`config.mk`:
```
export PLATFORM = sky130hd
export DESIGN_NAME = vgaOut
export DESIGN_NICKNAME = d
export VERILOG_FILES = /design/src/source/vgaTimingPkg.sv /design/src/source/vgaColorPkg.sv /design/src/source/vgaScanTimer.sv /design/src/source/yuvToRgb.sv /design/src/source/videoLevelScale.sv /design/src/source/orderedDither.sv /design/src/source/vgaOut.sv
export SDC_FILE = /design/constraint.sdc
export NUM_CORES = 1
export LEC_CHECK = 0
export ABC_AREA = 1
export ABC_CLOCK_PERIOD_IN_PS = 7640
export BUFFER_PORTS_ARGS = -buffer_cell sky130_fd_sc_hd__buf_2
export CORE_ASPECT_RATIO = 1.1
export CORE_MARGIN = 4
export CORE_UTILIZATION = 40
export CTS_CLUSTER_SIZE = 12
export DETAILED_ROUTE_END_ITERATION = 7
export PLACE_DENSITY_LB_ADDON = 0.25
export SETUP_SLACK_MARGIN = 0.2
export SLEW_MARGIN = 20
export SYNTH_ARGS = -nofsm -noshare
export SYNTH_HDL_FRONTEND = slang
export SYNTH_SLANG_ARGS = --single-unit
```
`constraint.sdc`:
```
create_clock -name clock -period 7.64 [get_ports clock]
set_input_delay 0.764 -clock clock [delete_from_list [all_inputs] [get_ports clock]]
set_output_delay 0.764 -clock clock [all_outputs]
set_load 0.01 [all_outputs]
```
`src/source/vgaTimingPkg.sv`:
```
`default_nettype none

package vgaTimingPkg;

	// pixel or line coordinate
	typedef logic [11:0] coordT;

	// frame counter, wraps every four frames
	typedef logic [1:0] fieldT;

	// vertical phases of one frame, in scan order
	typedef enum logic [1:0]
	{
		vActive,
		vFront,
		vSync,
		vBack
	} vStateT;

	// one scan position, handed down the pipeline with its pixel
	typedef struct packed
	{
		coordT x;
		coordT y;
		fieldT field;
		logic active;
		// raw sync levels, high inside the pulse
		logic hSync;
		logic vSync;
	} scanPosT;

endpackage

`default_nettype wire

```
`src/source/vgaColorPkg.sv`:
```
`default_nettype none

package vgaColorPkg;

	// one 8-bit color component
	typedef logic [7:0] chanT;

	// one 4-bit output component
	typedef logic [3:0] nibbleT;

	// position within the 4x4 dither cell
	typedef logic [3:0] bayerIdxT;

	typedef struct packed
	{
		chanT y;
		chanT u;
		chanT v;
	} yuvT;

	typedef struct packed
	{
		chanT r;
		chanT g;
		chanT b;
	} rgbT;

	// 12-bit pin-level color
	typedef struct packed
	{
		nibbleT r;
		nibbleT g;
		nibbleT b;
	} rgb4T;

	// level = (c * 160 + 20480) >> 8, gives 80..239
	localparam int levelGain = 160;
	localparam int levelOffset = 20480;

	// standard 4x4 Bayer thresholds, row-major
	localparam nibbleT bayerTab [16] = '{
		4'd0, 4'd8, 4'd2, 4'd10,
		4'd12, 4'd4, 4'd14, 4'd6,
		4'd3, 4'd11, 4'd1, 4'd9,
		4'd15, 4'd7, 4'd13, 4'd5
	};

endpackage

`default_nettype wire

```
`src/source/vgaScanTimer.sv`:
```
`timescale 1ns/1ns
`default_nettype none

module vgaScanTimer
#(
	parameter int hActive = 640,
	parameter int hFront = 16,
	parameter int hSync = 96,
	parameter int hBack = 48,
	parameter int vActive = 480,
	parameter int vFront = 10,
	parameter int vSync = 2,
	parameter int vBack = 33
)
(
	input wire clock,
	input wire rst,
	output vgaTimingPkg::scanPosT scanPos
);

	// clocks per line, all four horizontal phases
	localparam int lineLen = hActive + hFront + hSync + hBack;

	vgaTimingPkg::coordT hCount;
	// line within the current vertical phase
	vgaTimingPkg::coordT lineCount;
	vgaTimingPkg::coordT stateLines;
	vgaTimingPkg::vStateT vState;
	vgaTimingPkg::vStateT nextState;
	vgaTimingPkg::fieldT field;
	logic lineEnd;
	logic stateEnd;

	// length and successor of each vertical phase
	always_comb
	begin
		case (vState)
			vgaTimingPkg::vActive:
			begin
				stateLines = vgaTimingPkg::coordT'(vActive);
				nextState = vgaTimingPkg::vFront;
			end
			vgaTimingPkg::vFront:
			begin
				stateLines = vgaTimingPkg::coordT'(vFront);
				nextState = vgaTimingPkg::vSync;
			end
			vgaTimingPkg::vSync:
			begin
				stateLines = vgaTimingPkg::coordT'(vSync);
				nextState = vgaTimingPkg::vBack;
			end
			default:
			begin
				stateLines = vgaTimingPkg::coordT'(vBack);
				nextState = vgaTimingPkg::vActive;
			end
		endcase
	end

	assign lineEnd = (hCount == vgaTimingPkg::coordT'(lineLen - 1));
	assign stateEnd = (lineCount == stateLines - 1'b1);

	always_ff @(posedge clock)
	begin
		if (rst)
		begin
			hCount <= '0;
			lineCount <= '0;
			vState <= vgaTimingPkg::vActive;
			field <= '0;
		end
		else if (lineEnd)
		begin
			hCount <= '0;
			if (stateEnd)
			begin
				lineCount <= '0;
				vState <= nextState;
				// last line of back porch closes the frame
				if (vState == vgaTimingPkg::vBack)
				begin
					field <= field + 1'b1;
				end
			end
			else
			begin
				lineCount <= lineCount + 1'b1;
			end
		end
		else
		begin
			hCount <= hCount + 1'b1;
		end
	end

	assign scanPos.x = hCount;
	assign scanPos.y = lineCount;
	assign scanPos.field = field;
	assign scanPos.active = (vState == vgaTimingPkg::vActive) &&
		(hCount < vgaTimingPkg::coordT'(hActive));
	// pulse starts after active area and front porch
	assign scanPos.hSync = (hCount >= vgaTimingPkg::coordT'(hActive + hFront)) &&
		(hCount < vgaTimingPkg::coordT'(hActive + hFront + hSync));
	assign scanPos.vSync = (vState == vgaTimingPkg::vSync);

	// line counter wraps before it reaches the line length
	hCountInLine: assert property (@(posedge clock) disable iff (rst)
		hCount < vgaTimingPkg::coordT'(lineLen));

endmodule

`default_nettype wire

```
`src/source/yuvToRgb.sv`:
```
`timescale 1ns/1ns
`default_nettype none

module yuvToRgb
(
	input wire clock,
	input wire rst,
	input wire pixValid,
	input wire vgaColorPkg::yuvT pixIn,
	input wire vgaTimingPkg::scanPosT scanPosIn,
	output logic pixReady,
	output vgaColorPkg::rgbT rgbOut,
	output logic presentOut,
	output vgaTimingPkg::scanPosT scanPosOut
);

	// signed intermediates, wide enough for the unclamped red and blue
	logic signed [11:0] lumaS;
	logic signed [11:0] uOffS;
	logic signed [11:0] vOffS;
	logic signed [11:0] greenS;
	logic signed [11:0] redS;
	logic signed [11:0] blueS;
	logic accept;

	function automatic vgaColorPkg::chanT clampChan(input logic signed [11:0] value);
		if (value < 0)
			return '0;
		else if (value > 255)
			return 8'hff;
		else
			return value[7:0];
	endfunction

	// one pixel per active clock, held off while in reset
	assign pixReady = scanPosIn.active && !rst;
	assign accept = pixValid && pixReady;

	assign lumaS = $signed({4'd0, pixIn.y});
	assign uOffS = $signed({4'd0, pixIn.u}) - 12'sd128;
	assign vOffS = $signed({4'd0, pixIn.v}) - 12'sd128;

	// shift-only conversion, halving rounds toward minus infinity
	assign greenS = lumaS - (uOffS >>> 1) - (vOffS >>> 1);
	assign redS = greenS + (vOffS <<< 1);
	assign blueS = greenS + (uOffS <<< 1);

	always_ff @(posedge clock)
	begin
		rgbOut.r <= clampChan(redS);
		rgbOut.g <= clampChan(greenS);
		rgbOut.b <= clampChan(blueS);
	end

	always_ff @(posedge clock)
	begin
		if (rst)
		begin
			presentOut <= 1'b0;
			scanPosOut <= '0;
		end
		else
		begin
			// a bubble goes down as not present
			presentOut <= accept;
			scanPosOut <= scanPosIn;
		end
	end

	// a requested pixel travels on with an active position
	readyOnlyActive: assert property (@(posedge clock)
		pixReady |=> scanPosOut.active);

endmodule

`default_nettype wire

```
`src/source/videoLevelScale.sv`:
```
`timescale 1ns/1ns
`default_nettype none

module videoLevelScale
(
	input wire clock,
	input wire rst,
	input wire vgaColorPkg::rgbT rgbIn,
	input wire presentIn,
	input wire vgaTimingPkg::scanPosT scanPosIn,
	output vgaColorPkg::rgbT levelOut,
	output logic presentOut,
	output vgaTimingPkg::scanPosT scanPosOut
);

	// gain and offset map 0..255 onto 80..239
	function automatic vgaColorPkg::chanT scaleChan(input vgaColorPkg::chanT color);
		logic [15:0] product;
		product = 16'(color) * 16'(vgaColorPkg::levelGain) +
			16'(vgaColorPkg::levelOffset);
		return product[15:8];
	endfunction

	always_ff @(posedge clock)
	begin
		levelOut.r <= scaleChan(rgbIn.r);
		levelOut.g <= scaleChan(rgbIn.g);
		levelOut.b <= scaleChan(rgbIn.b);
	end

	// position and present flag keep step with the level
	always_ff @(posedge clock)
	begin
		if (rst)
		begin
			presentOut <= 1'b0;
			scanPosOut <= '0;
		end
		else
		begin
			presentOut <= presentIn;
			scanPosOut <= scanPosIn;
		end
	end

endmodule

`default_nettype wire

```
`src/source/orderedDither.sv`:
```
`timescale 1ns/1ns
`default_nettype none

module orderedDither
(
	input wire clock,
	input wire rst,
	input wire vgaColorPkg::rgbT levelIn,
	input wire presentIn,
	input wire vgaTimingPkg::scanPosT scanPosIn,
	output vgaColorPkg::rgb4T rgbOut,
	output logic hSyncN,
	output logic vSyncN
);

	vgaColorPkg::bayerIdxT ditherIdx;
	vgaColorPkg::nibbleT threshold;
	vgaColorPkg::rgb4T dithered;
	// registered active flag of the position on the pins
	logic activeQ;

	// round up when the dropped bits beat the threshold, no wrap at 15
	function automatic vgaColorPkg::nibbleT ditherChan(input vgaColorPkg::chanT level,
		input vgaColorPkg::nibbleT limit);
		vgaColorPkg::nibbleT upper;
		upper = level[7:4];
		if (level[3:0] > limit && upper != 4'hf)
			return upper + 4'd1;
		return upper;
	endfunction

	// field flips the cell so the pattern rotates frame by frame
	assign ditherIdx = {scanPosIn.y[1:0], scanPosIn.x[1:0]} ^
		{scanPosIn.field, scanPosIn.field};
	assign threshold = vgaColorPkg::bayerTab[ditherIdx];

	assign dithered.r = ditherChan(levelIn.r, threshold);
	assign dithered.g = ditherChan(levelIn.g, threshold);
	assign dithered.b = ditherChan(levelIn.b, threshold);

	always_ff @(posedge clock)
	begin
		if (rst)
		begin
			rgbOut <= '0;
			hSyncN <= 1'b1;
			vSyncN <= 1'b1;
			activeQ <= 1'b0;
		end
		else
		begin
			activeQ <= scanPosIn.active;
			// pins are low-active
			hSyncN <= !scanPosIn.hSync;
			vSyncN <= !scanPosIn.vSync;
			// black for bubbles and for blanking
			if (presentIn && scanPosIn.active)
				rgbOut <= dithered;
			else
				rgbOut <= '0;
		end
	end

	// blanking is black on the pins
	blankIsBlack: assert property (@(posedge clock) disable iff (rst)
		!activeQ |-> rgbOut == '0);

endmodule

`default_nettype wire

```
`src/source/vgaOut.sv`:
```
`timescale 1ns/1ns
`default_nettype none

module vgaOut
#(
	parameter int hActive = 640,
	parameter int hFront = 16,
	parameter int hSync = 96,
	parameter int hBack = 48,
	parameter int vActive = 480,
	parameter int vFront = 10,
	parameter int vSync = 2,
	parameter int vBack = 33
)
(
	input wire clock,
	input wire rst,
	input wire pixValid,
	input wire vgaColorPkg::yuvT pixIn,
	output logic pixReady,
	output vgaTimingPkg::coordT reqX,
	output vgaTimingPkg::coordT reqY,
	output vgaTimingPkg::fieldT reqField,
	output vgaColorPkg::rgb4T rgbOut,
	output logic hSyncN,
	output logic vSyncN
);

	vgaTimingPkg::scanPosT scanPos;
	// stage 1 to stage 2
	vgaColorPkg::rgbT rgbConv;
	logic presentConv;
	vgaTimingPkg::scanPosT scanPosConv;
	// stage 2 to stage 3
	vgaColorPkg::rgbT rgbLevel;
	logic presentLevel;
	vgaTimingPkg::scanPosT scanPosLevel;

	vgaScanTimer #(
		.hActive(hActive),
		.hFront(hFront),
		.hSync(hSync),
		.hBack(hBack),
		.vActive(vActive),
		.vFront(vFront),
		.vSync(vSync),
		.vBack(vBack)
	) u_vgaScanTimer (
		.clock(clock),
		.rst(rst),
		.scanPos(scanPos)
	);

	// requested pixel is the one at the current scan position
	assign reqX = scanPos.x;
	assign reqY = scanPos.y;
	assign reqField = scanPos.field;

	yuvToRgb u_yuvToRgb (
		.clock(clock),
		.rst(rst),
		.pixValid(pixValid),
		.pixIn(pixIn),
		.scanPosIn(scanPos),
		.pixReady(pixReady),
		.rgbOut(rgbConv),
		.presentOut(presentConv),
		.scanPosOut(scanPosConv)
	);

	videoLevelScale u_videoLevelScale (
		.clock(clock),
		.rst(rst),
		.rgbIn(rgbConv),
		.presentIn(presentConv),
		.scanPosIn(scanPosConv),
		.levelOut(rgbLevel),
		.presentOut(presentLevel),
		.scanPosOut(scanPosLevel)
	);

	orderedDither u_orderedDither (
		.clock(clock),
		.rst(rst),
		.levelIn(rgbLevel),
		.presentIn(presentLevel),
		.scanPosIn(scanPosLevel),
		.rgbOut(rgbOut),
		.hSyncN(hSyncN),
		.vSyncN(vSyncN)
	);

endmodule

`default_nettype wire

```
==> results of run 1 <==
==> state kept, by name, indices dropped and copies added (netlist names) <==
signal,flops
u_orderedDither.hSyncN,1
u_orderedDither.rgbOut,12
u_orderedDither.vSyncN,1
u_vgaScanTimer.field,2
u_vgaScanTimer.hCount,12
u_vgaScanTimer.lineCount,12
u_vgaScanTimer.vState,2
u_videoLevelScale.levelOut,24
u_videoLevelScale.presentOut,1
u_videoLevelScale.scanPosOut,9
u_yuvToRgb.presentOut,1
u_yuvToRgb.rgbOut,24
u_yuvToRgb.scanPosOut,9
==> path summary, 6_finish.rpt <==
check	startpoint	to	cells past startpoint
hold / removal	u_videoLevelScale.scanPosOut[0]$_SDFF_PP0_	u_orderedDither.vSyncN$_SDFF_PP1_	1
setup reg to reg	u_videoLevelScale.scanPosOut[4]$_SDFF_PP0_	u_orderedDither.rgbOut[4]$_SDFF_PP0_	11
hold reg to reg	u_videoLevelScale.scanPosOut[0]$_SDFF_PP0_	u_orderedDither.vSyncN$_SDFF_PP1_	1
setup / recovery	pixIn[7]	u_yuvToRgb.rgbOut[0]$_SDFF_PN0_	20
==> report_power, final <==
group	switching [mW]	total (mW)	internal (mW)
clock network	0.230	0.463	0.233
logic	0.868	1.43	0.559
registers	0.0719	0.790	0.719
total	1.17	2.68	1.51
==> per-stage QoR <==
stage | area [um^2] | hold slack (ns) | power (mW) | cells
after global placement | 8260 | 0.356 | 2.22 | 1370
after detailed placement | 8260 | 0.357 | 2.23 | 1370
after global routing | 8560 | 0.387 | 2.98 | 1386
final | 8560 | 0.374 | 2.68 | 1386
after floorplan | 7850 | 0.352 | 1.94 | 1091
after CTS | 8560 | 0.376 | 2.72 | 1386
==> worst max-delay path: cells and delay by family <==
kind                       cells  cell delay [ns]
adders and majority gates      3             1.18
buffers and inverters          4             0.33
AOI/OAI and AO/OA              3             0.75
and+or+nand+nor               10             1.14
==> cells by family after synthesis <==
logic type | Yosys count | synth area share (%)
compound gates | 87 | 6.03
flops | 110 | 28.1
xor+xnor | 59 | 6.82
fa+ha+maj | 107 | 18.4
buf+inv | 241 | 12.9
simple gates | 487 | 27.8
==> area by class of cell <==
cell class,count,area (um^2),area share [%]
clock buffers,9,225,2.63
clock inverters,7,77.6,0.906
inverters,206,773,9.04
multi-input cells,740,4640,54.2
flip-flops and latches,110,2200,25.7
well taps,247,309,3.61
repair buffers,67,335,3.92
==> cells in the mapped netlist, types with 3 or more instances <==
| library cell | instances |
|---|---|
| sky130_fd_sc_hd__nand2_1 | 230 |
| sky130_fd_sc_hd__inv_1 | 202 |
| sky130_fd_sc_hd__dfxtp_1 | 110 |
| sky130_fd_sc_hd__nor2_1 | 97 |
| sky130_fd_sc_hd__ha_1 | 93 |
| sky130_fd_sc_hd__nand3_1 | 77 |
| sky130_fd_sc_hd__a21oi_1 | 52 |
| sky130_fd_sc_hd__xor2_1 | 39 |
| sky130_fd_sc_hd__buf_4 | 26 |
| sky130_fd_sc_hd__o21ai_0 | 24 |
| sky130_fd_sc_hd__nand4_1 | 19 |
| sky130_fd_sc_hd__xnor2_1 | 19 |
| sky130_fd_sc_hd__nor3_1 | 18 |
| sky130_fd_sc_hd__fa_1 | 14 |
| sky130_fd_sc_hd__nand2_2 | 10 |
| sky130_fd_sc_hd__nor2_2 | 9 |
| sky130_fd_sc_hd__nand3b_1 | 5 |
| sky130_fd_sc_hd__clkbuf_2 | 4 |
| sky130_fd_sc_hd__nand2_4 | 4 |
| sky130_fd_sc_hd__nor2_4 | 4 |
| sky130_fd_sc_hd__a31oi_1 | 3 |
| sky130_fd_sc_hd__clkbuf_1 | 3 |
| sky130_fd_sc_hd__inv_2 | 3 |
| sky130_fd_sc_hd__nor3b_1 | 3 |
| sky130_fd_sc_hd__or2_1 | 3 |
==> layer usage <==
layer | track usage [%] | vias up | routed length, um
met3 | 2.15 | 10 | 537
li1 | - | 3485 | -
met4 | 3.56 | 0 | 160
met1 | 19.2 | 2797 | 7310
met2 | 24.9 | 91 | 7350
met5 | 0 | - | 0
==> cell usage in the layout (no fill, tap or decap), types with 2 or more instances in the layout <==
cell                          n
sky130_fd_sc_hd__nand4_1     19
sky130_fd_sc_hd__fa_1        14
sky130_fd_sc_hd__o21ai_0     24
sky130_fd_sc_hd__xor2_1      39
sky130_fd_sc_hd__a32oi_1      2
sky130_fd_sc_hd__nand2_2     10
sky130_fd_sc_hd__nand2_1    230
sky130_fd_sc_hd__clkbuf_16    9
sky130_fd_sc_hd__inv_1      202
sky130_fd_sc_hd__nor2_4       4
sky130_fd_sc_hd__nor3b_1      3
sky130_fd_sc_hd__a31oi_1      3
sky130_fd_sc_hd__inv_8        2
sky130_fd_sc_hd__nand3_1     77
sky130_fd_sc_hd__xnor2_1     19
sky130_fd_sc_hd__inv_2        3
sky130_fd_sc_hd__nor2_1      97
sky130_fd_sc_hd__nor2_2       9
sky130_fd_sc_hd__a21oi_1     52
sky130_fd_sc_hd__buf_2       67
sky130_fd_sc_hd__nand4_2      2
sky130_fd_sc_hd__inv_6        2
sky130_fd_sc_hd__clkinv_8     2
sky130_fd_sc_hd__dfxtp_1    110
sky130_fd_sc_hd__o211ai_2     2
sky130_fd_sc_hd__nor3_1      18
sky130_fd_sc_hd__nand2_4      4
sky130_fd_sc_hd__or2_1        3
sky130_fd_sc_hd__ha_1        93
sky130_fd_sc_hd__nand3b_1     5
sky130_fd_sc_hd__a211oi_1     2
sky130_fd_sc_hd__nand3_2      2
==> impl.org, run 1 <==
** Status
- The flow ran to the end, and the final reports show no timing, DRC or antenna violations.

** Floorplanning
- Placeable core area :: 19200 um^2
- Die Y :: 155 um
- Die width :: approximately 140 um
- The floorplan step defined a die boundary enclosing 21900 um^2.
- Top-level I/O count :: 68
- The initial utilization of the core area, before any placement, comes to 40.8%.
- The initialized floorplan defines 53 standard-cell rows.

** Clock tree
- TritonCTS built the clock tree.
- Source-to-sink clock delay at the later pin of the worst-skew pair :: 0.35 ns
- In this run, post-CTS hold repair placed 0 buffers.
- After clock tree synthesis, the repair step resized 0 gates.
- CTS Buffer Depth :: 2
- Number of levels in the clock H-tree :: 3
- Clock sink count :: 110
- Number of buffers inserted to repair setup after CTS :: 0
- The root buffer cell chosen for the clock tree is sky130_fd_sc_hd__clkbuf_16.
- Cts bufs inserted :: 9
- After clock tree synthesis, the clock-pin slew on the worst setup and hold paths is 0.07 ns.

** Cells and area
- N_diodes :: 0
- Measured on the finished design, the core utilization comes to 44.5%.
- Signed area change from the synthesized netlist to the final layout :: 9.06%
- Counting the fill cells in the layout gives 2059.
- In the final design database the tool counted 1268 nets.
- Share of final-layout standard cells stronger than drive strength 1 :: 10.8%

** Place
- Prior to clock tree synthesis, the placed netlist has a worst setup slack of 3.37 ns.
- Count of buffers inserted at the top-level ports :: 67
- The congestion estimate from routability-driven global placement came to 0.865.
- Placed wire-length estimate :: 12900 um

** Timing
- For this run, the top clock speed supported by timing is 0.254 GHz.
- The number of pins exceeding their max-slew limit in the final report came to 0.
- Post-layout min period :: just under 4 ns
- After routing, the total negative slack on setup checks comes to 0 ns.
- Unrepaired setup endpoints after global routing :: false
- Final hold violation count :: 0
- Slew headroom :: 63.6%
- Post-layout worst setup margin :: 3.71 ns
- Setup violations remaining at the end of the flow were counted as 0.
- Worst Clk Skew :: 0.0113 ns
- Final critical-path share of the clock period :: ~50%
- Worst slew pin tran :: approximately 0.54 ns

** Power and ir drop
- Peak supply drop :: around 0.14 mV
- In this run the power density over the cells is 313 nW/um^2.
- For this design the static power due to leakage is 4.57 nW.

** Synthesis
- Summed over all instances, the cell type with the most area after synthesis is sky130_fd_sc_hd__dfxtp_1.
- FFs w/ async S/R, synth :: 0%
- The Yosys step of the flow raised 0 warnings.
- The synthesized design contains 0 enable-type register cells.
- In the synthesized netlist, the number of instances is 1091.
- Averaged over all synthesized cells, the footprint is about 7 um^2.
- In the synthesized netlist the dominant register cell turns out to be sky130_fd_sc_hd__dfxtp_1.
- Post-synth net total :: 1225
- The synthesized design contains 110 register bits.
- Area share of the leading cell type in the synthesized netlist :: between 20% and 30%
- After synthesis, the netlist uses 39 different library cells.
- Sequential cells were found to cover 28.1% of the synthesized design area.
- By area the synthesized netlist is led by sky130_fd_sc_hd__dfxtp_1 28%, sky130_fd_sc_hd__ha_1 15%, sky130_fd_sc_hd__nand2_1 11%.
- Summing every instance area after synthesis gives around 7800 um^2.

** Global route
- Overflow left after global routing :: 0
- The via count of the first global-routing pass is 5948.
- The first global-routing pass estimated 26800 um of wire.
- Global routing consumed, over all layers together, 14.5% of the routing resources.
- Maximum number of pins on one net before global-route repair :: 26
- Antenna violations before repair :: 0

** Setup path
- STA classifies the critical path startpoint as a primary input.
- CP arrival :: 4.19 ns
- In this run the worst path has a maximum fanout of 9.
- Critical path start-end classification :: primary input to register
- Cells along the critical path :: buf_2 > fa_1 > ha_1 > a21oi_1 > nor2_1 > a211oi_1 > nand4_1 > nand2_2 > inv_1 > ha_1 > nand2_1 > inv_1 > a21oi_1 > nand3_1 > nand2_1 > nand2_4 > nand2_4 > nand3_1 > nand2_1 > inv_1
- Among all stages on the critical path, the largest delay is contributed by sky130_fd_sc_hd__fa_1.
- Reg2reg setup slack :: between 5 and 6 ns
- At the worst endpoint, the required time is between 7 and 8 ns.
- In this design, the stage delay of the slowest critical-path cell is approximately 0.48 ns.
- Critical path capture point type :: register

** Detailed routing
- The final route contains 6383 vias.
- For this block, the routed nets add up to 15400 um of wire.
- First DRT Iteration DRCs :: around 290
- The first detailed-routing pass ran for 5 iterations.
- Using the TritonRoute via totals, the vias-per-cell ratio works out to 4.61.
- Residual DRC :: 0
- In the final routed layout, each cell accounts on average for between 10 and 15 um.
- Count of nets left with antenna violations after detail routing :: 0

** Worst hold path
- The path class of the tightest hold or removal check is register to register.

** Run
- Across the run, the number of max-cap violations was 0.
Power figures use the tool's default switching activity.
==> run 2: changes to the inputs <==
Settings changed: ABC_CLOCK_PERIOD_IN_PS 7640 to 3800.
Clock period 7.64 ns to 3.8 ns, I/O delays scaled along.
==> run 2 against run 1 <==
Clock-buffer cell count unchanged. Clock skew is 0.0017 ns higher. Sequential power rose by 100%. Non-clock buffer count is 6 higher. Critical path type unchanged. Global-route usage shrank 0.056 points. Sequential cell count stayed put.
==> impl.org, run 2 (synthesis gave the netlist of run 1 again) <==
** Detailed routing
- The first routing iteration left between 200 and 300 violations.
- Count of nets left with antenna violations after detail routing :: 0
- For this block, the routed nets add up to approximately 15000 um of wire.
- For this run, design rule violations remaining after detail routing come to 0.
- The pre-antenna-repair detailed-routing pass consisted of 5 iterations.
- Via count of the routed design :: 6315
- Routed via count divided by cell count :: 4.54
- After detailed routing, the average wire length per cell comes to 11.0 um.

** Setup path
- Critical path start-end classification :: primary input to register
- Data on the critical path arrives at its endpoint at 3.56 ns.
- Counting cells, the worst reg-to-reg path comes to 11.
- The worst setup path is launched from a primary input.
- STA puts the critical path data required time at 4.05 ns.
- Worst-path maximum fanout :: 8
- STA classifies the critical path endpoint as a register.

** Timing
- Slew headroom :: 64.5%
- The clock arrives with 0.0130 ns of skew.
- Derived from the worst setup path, the maximum achievable clock frequency is 0.302 GHz.
- Setup repair after global routing left no endpoint under its margin.
- Worst slew pin tran :: 0.528 ns
- Summed over all failing endpoints, the final setup total negative slack is 0 ns.
- Final hold violation count :: 0
- In the finished design, the share of the clock period the worst path needs comes to 87.2%.
- Post-layout min period :: ~3.3 ns
- Post-layout worst setup margin :: 0.488 ns
- Final Setup Violations :: 0
- Count of pins over their slew limit :: 0

** Status
- Result of the run :: finished, final reports clean

** Global route
- The number of antenna violations at the first check in global routing came to 0.
- Wire length of the first global-routing pass :: 26700 um
- Entering global routing, the biggest net connects 26 pins.
- The via count of the first global-routing pass was about 5900.
- After global routing the overflow that remains totals 0.
- Global routing usage summed across all routing layers :: between 10% and 20%

** Cells and area
- Commonest non-fill, non-tap cell in the layout :: sky130_fd_sc_hd__nand2_1
- N_diodes :: 0
- Leading cell types in the layout, fill and taps excluded :: 230 x sky130_fd_sc_hd__nand2_1, 202 x sky130_fd_sc_hd__inv_1, 110 x sky130_fd_sc_hd__dfxtp_1
- The finished cells cover 8620 um^2.
- Fill cells in the final layout number 1984.
- In the final layout, the share of cells above drive strength 1 is 11.6%.
- The largest registers in the layout are u_videoLevelScale.levelOut x24, u_yuvToRgb.rgbOut x24.
- For this run, the number of standard cells in the final layout without fillers is 1392.
- The final layout contains 1274 nets.
- Signed area change from the synthesized netlist to the final layout :: 9.82%

** Clock tree
- Source-to-sink clock delay at the later pin of the worst-skew pair :: 0.35 ns
- Resize count post-CTS :: 0
- Post-CTS Hold Buffers :: 0
- The clock passes through at most 2 buffers.
- Clock sink count :: 110
- Number of levels in the clock H-tree :: 3
- Number of buffers inserted to repair setup after CTS :: 0
- CTS tree :: done
- The tree is rooted in a sky130_fd_sc_hd__clkbuf_16.
- In this run, CTS created clock tree buffers numbering 9.
- Clock transition time at the flip-flop clock pins of the worst setup and hold paths :: 0.08 ns

** Run
- # Max-Cap Violations :: 0

** Place
- Count of buffers inserted at the top-level ports :: 67
- Including well taps, the total number of placed cells is 1376.
- Detailed placement ended at an HPWL of 12800 um.
- Post-place instance area :: 8300 um^2
- Post-Place Worst Slack :: -0.0319 ns
- Global placer's final weighted congestion :: between 0.8 and 0.9

** Floorplanning
- Cell Rows :: 53
- Die Y :: 155 um
- The floorplan step defined a die boundary enclosing between 20000 and 25000 um^2.
- The floorplan step defined a core boundary enclosing 19200 um^2.
- Initial core utilization :: 40.8%
- ~70 I/O pins were placed.
- In this run the horizontal extent of the chip is 142 um.

** Worst hold path
- The path class of the tightest hold or removal check is primary input to register.
- The worst hold path was traced through 2 stages.

** Power and ir drop
- The analysis attributes to cell leakage a power of 4.59 nW.
- Across the VDD grid, the largest voltage drop is approximately 0.26 mV.
- Cell Pwr Density :: 625 nW/um^2
- Overall power :: 5.39 mW
run 2: path summary, 6_finish.rpt:
check	slack, ns	endpoint	startpoint
worst max register to register	1.51	u_orderedDither.rgbOut[4]$_SDFF_PP0_	u_videoLevelScale.scanPosOut[4]$_SDFF_PP0_
worst min-delay path	0.24	u_yuvToRgb.presentOut$_SDFF_PP0_	pixValid
worst min register to register	0.38	u_orderedDither.vSyncN$_SDFF_PP1_	u_videoLevelScale.scanPosOut[0]$_SDFF_PP0_
worst max-delay path	0.49	u_yuvToRgb.rgbOut[0]$_SDFF_PN0_	pixIn[1]
run 2: critical path, stage by stage:
cell	delay [ns]
sky130_fd_sc_hd__buf_2	0.09
sky130_fd_sc_hd__inv_1	0.09
sky130_fd_sc_hd__fa_1	0.57
sky130_fd_sc_hd__inv_1	0.05
sky130_fd_sc_hd__ha_1	0.16
sky130_fd_sc_hd__or2_2	0.30
sky130_fd_sc_hd__nand3_1	0.07
sky130_fd_sc_hd__nand2_1	0.08
sky130_fd_sc_hd__nand2_1	0.06
sky130_fd_sc_hd__nand2_1	0.06
sky130_fd_sc_hd__xor2_1	0.20
sky130_fd_sc_hd__inv_1	0.11
sky130_fd_sc_hd__ha_1	0.35
sky130_fd_sc_hd__nand2_1	0.08
sky130_fd_sc_hd__nand2_1	0.07
sky130_fd_sc_hd__a21oi_1	0.20
sky130_fd_sc_hd__nand2_1	0.09
sky130_fd_sc_hd__nor2_1	0.09
sky130_fd_sc_hd__nor2_1	0.07
sky130_fd_sc_hd__nor2_4	0.18
sky130_fd_sc_hd__nand3_1	0.09
sky130_fd_sc_hd__nand2_1	0.07
sky130_fd_sc_hd__inv_1	0.03
run 2: power breakdown:
group / leakage (nW) / total (mW) / internal [mW] / switching [mW]
Clock: 0.140 / 0.925 / 0.465 / 0.459
Sequential: 0.906 / 1.59 / 1.44 / 0.142
Combinational: 3.55 / 2.88 / 1.14 / 1.73
Total: 4.59 / 5.39 / 3.06 / 2.33
run 2: final cells by class:
type	count	area, um^2	area share, %
clock buffers	9	225	2.61
clock inverters	7	76.3	0.886
inverters	206	773	8.97
multi-input cells	740	4650	54.0
flip-flops and latches	110	2200	25.6
well taps	247	309	3.59
repair buffers	73	380	4.41
run 2: metrics by stage:
stage               utilization [%]  hold slack, ns
finish                         44.8           0.240
global route                   44.8           0.237
global placement               43.2           0.356
floorplan                         -           0.352
CTS                            44.7           0.234
detailed placement             43.2           0.362
run 2: per-layer routing:
layer	vias to the layer above	global-route usage, %	part of all wire [%]
li1	3498	-	-
met1	2735	19.0	49
met2	72	25.2	47
met3	10	1.97	2.7
met4	0	3.29	1.1
met5	-	0	0
==> run 3: changes to the inputs <==
Settings changed: CORE_UTILIZATION 40 to 49, REMOVE_ABC_BUFFERS set to 1.
==> run 3 against run 2 <==
Design area is 0.38% lower. Cell count fell by 3.4%. Global-route usage is 3.2 points higher. Critical endpoint is now u_yuvToRgb.rgbOut[16]$_SDFF_PN0_.
==> impl.org, run 3 (synthesis gave the netlist of run 1 again) <==
** Status
- The run finished with clean final reports.

** Floorplanning
- Initial core utilization :: 49.9%
- Die width :: 129 um
- The floorplan step defined a core boundary enclosing between 15000 and 20000 um^2.
- 68 I/O pins were placed.
- The initialized floorplan defines 48 standard-cell rows.
- The floorplan step defined a die boundary enclosing 18100 um^2.
- The die is ~140 um tall.

** Timing
- Setup violations remaining at the end of the flow were counted as 0.
- Final critical-path share of the clock period :: 87.6%
- Final hold violation count :: 0
- Setup repair after global routing left no endpoint under its margin.
- Achievable frequency :: approximately 0.3 GHz
- Post-layout min period :: 3.33 ns
- The clock arrives with 0.00764 ns of skew.
- Final TNS setup :: 0 ns
- Count of pins over their slew limit :: 0
- Slew headroom :: 66.1%
- At the pin with the least slew margin, the transition time is ~0.50 ns.

** Detailed routing
- Metal-1 WL :: roughly 7300 um
- Detailed route wirelength on metal3 :: 546 um
- DR WL/cell :: 11.5 um
- The pre-antenna-repair detailed-routing pass consisted of 5 iterations.
- In this run the remaining antenna-violating nets after routing total 0.
- Summed over all nets, wire length on met2 after detailed routing comes to around 7400 um.
- Using the TritonRoute via totals, the vias-per-cell ratio works out to 4.81.
- The routed design has 15500 um of wire.
- Residual DRC :: 0
- Highest routing layer actually used :: met4
- Via count of the routed design :: 6459
- First DRT Iteration DRCs :: 377

** Cells and area
- Signed area change from the synthesized netlist to the final layout :: 9.41%
- The library cells used most frequently in the layout, excluding fill and tap cells, are 230 x sky130_fd_sc_hd__nand2_1, 202 x sky130_fd_sc_hd__inv_1, 110 x sky130_fd_sc_hd__dfxtp_1.
- Share of final-layout standard cells stronger than drive strength 1 :: 11.9%
- Final layout net count :: 1273
- Share of the core filled with cells in the final layout :: between 50% and 60%
- The layout has about 1600 filler cells.
- N_diodes :: 0
- Commonest non-fill, non-tap cell in the layout :: sky130_fd_sc_hd__nand2_1
- Registers with the highest flip-flop counts :: u_videoLevelScale.levelOut x24, u_yuvToRgb.rgbOut x24

** Place
- Input and output buffers added on the ports amount to 67.
- The wire-length estimate of the detail-placed layout is 12700 um.
- Global placer's final weighted congestion :: 0.928

** Setup path
- STA classifies the critical path startpoint as a primary input.
- Worst path max stage delay :: approximately 0.57 ns
- STA puts the critical path data required time at 4.04 ns.
- At the worst endpoint, the arrival time is 3.57 ns.
- Critical path start-end classification :: primary input to register
- Standard cell with the maximum stage delay on the critical path :: sky130_fd_sc_hd__fa_1
- STA classifies the critical path endpoint as a register.
- Of all nets on the critical path, the largest fanout is 8.
- The cell that appears most often on the critical path is sky130_fd_sc_hd__inv_1.
- Traced cell by cell, the critical path runs through buf_2 > inv_1 > fa_1 > inv_1 > ha_1 > or2_2 > nand2_1 > nand3_1 > nand2_1 > nand3_1 > nand2_2 > inv_1 > ha_1 > nand2_1 > inv_1 > a21oi_1 > nand3_1 > nand2_2 > nor2_2 > nor2_4 > nand3_1 > nand2_1 > inv_1.

** Power and ir drop
- Sequential Power Share :: 29.3%
- Overall power :: 5.43 mW
- In this run the power density over the cells is around 630 nW/um^2.
- Combinational logic is responsible for about 54% of the overall power.
- Lkg Pwr :: 4.60 nW
- Switch share :: 42.9%
- VDD sags by at most 0.272 mV.
- Sw power :: 2.33 mW
- Internal portion of total power :: 3.10 mW
- The clock network is responsible for 16.7% of the overall power.

** Clock tree
- Root Driver :: sky130_fd_sc_hd__clkbuf_16
- The H-tree generated during clock tree synthesis spans 3 levels.
- Clock-pin slew was measured on the worst setup and hold paths at 0.07 ns.
- Source-to-sink clock delay at the later pin of the worst-skew pair :: approximately 0.35 ns
- Cts bufs inserted :: 9
- The clock passes through at most 2 buffers.
- TritonCTS built the clock tree.
- Number of buffers inserted to repair setup after CTS :: 0
- Clock sink count :: between 100 and 150

** Global route
- Global routing usage summed across all routing layers :: 17.6%
- Overflow left after global routing :: 0
- Antenna violations before repair :: 0
- The via count of the first global-routing pass is 5920.
- Entering global routing, the biggest net connects 26 pins.
- Wire length of the first global-routing pass :: 26700 um

** Run
- Across the run, the number of max-cap violations was 0.

** Worst hold path
- In this run the worst hold path is classified as primary input to register.
[run 3: cell count changes in the layout (fill, tap and decap cells not counted), sizes merged]
| cell | delta |
|---|---|
| buf | -1 |
| clkbuf | +3 |
| clkinv | -1 |
| clkinvlp | -2 |
[run 3: cell type report]
cell class / count / area (um^2) / share of cell area [%]
Clock buffer: 12 / 256 / 2.99
Clock inverter: 4 / 35.0 / 0.408
Inverter: 206 / 773 / 9.01
Multi-Input combinational cell: 740 / 4700 / 54.7
Sequential cell: 110 / 2200 / 25.6
Tap cell: 200 / 250 / 2.91
Timing Repair Buffer: 72 / 373 / 4.34
[run 3: power groups by stage]
stage / sequential, mW / clock [mW] / combinational, mW
floorplan: 1.58 / 0 / 2.31
global placement: 1.61 / 0 / 2.86
CTS: 1.59 / 0.939 / 2.93
global route: 1.62 / 0.989 / 3.41
detailed placement: 1.62 / 0 / 2.89
finish: 1.59 / 0.908 / 2.93
[run 3: per-stage QoR]
stage	std cells	worst slack [ns]	hold slack [ns]	instance area (um^2)
floorplan	1056	0.454	0.352	7610
global placement	1328	0.0982	0.355	8230
detailed placement	1328	0.0599	0.366	8230
CTS	1344	0.416	0.246	8530
global route	1344	0.216	0.235	8590
finish	1344	0.472	0.256	8590
[run 3: worst paths after layout]
path                                              startpoint                              endpoint  slack [ns]  cells after the start
setup / recovery                                    pixIn[1]      u_yuvToRgb.rgbOut[16]$_SDFF_PN0_        0.47                     23
hold / removal                                      pixValid      u_yuvToRgb.presentOut$_SDFF_PP0_        0.26                      2
setup reg to reg  u_videoLevelScale.scanPosOut[4]$_SDFF_PP0_  u_orderedDither.rgbOut[8]$_SDFF_PP0_        1.53                     11
hold reg to reg   u_videoLevelScale.scanPosOut[0]$_SDFF_PP0_     u_orderedDither.vSyncN$_SDFF_PP1_        0.38                      1
[run 3: what timing repair did]
action / 4_1_cts / 5_1_grt
gates resized for setup: 0 / 10
hold buffers: 0 / 0
endpoints found under the setup margin: 0 / 16
hold endpoints to repair: 0 / 0
[run 3: routing by layer]
metal,up-vias,GRT usage (%)
met5,-,0
met4,0,4.81
met3,15,2.96
met2,118,29.7
met1,2840,23.3
li1,3486,-
[run 3: critical path: cells and delay by family]
kind	cells	cell delay, ns
buf+inv	6	0.39
compound gates	1	0.21
simple gates	13	1.49
fa+ha+maj	3	1.08
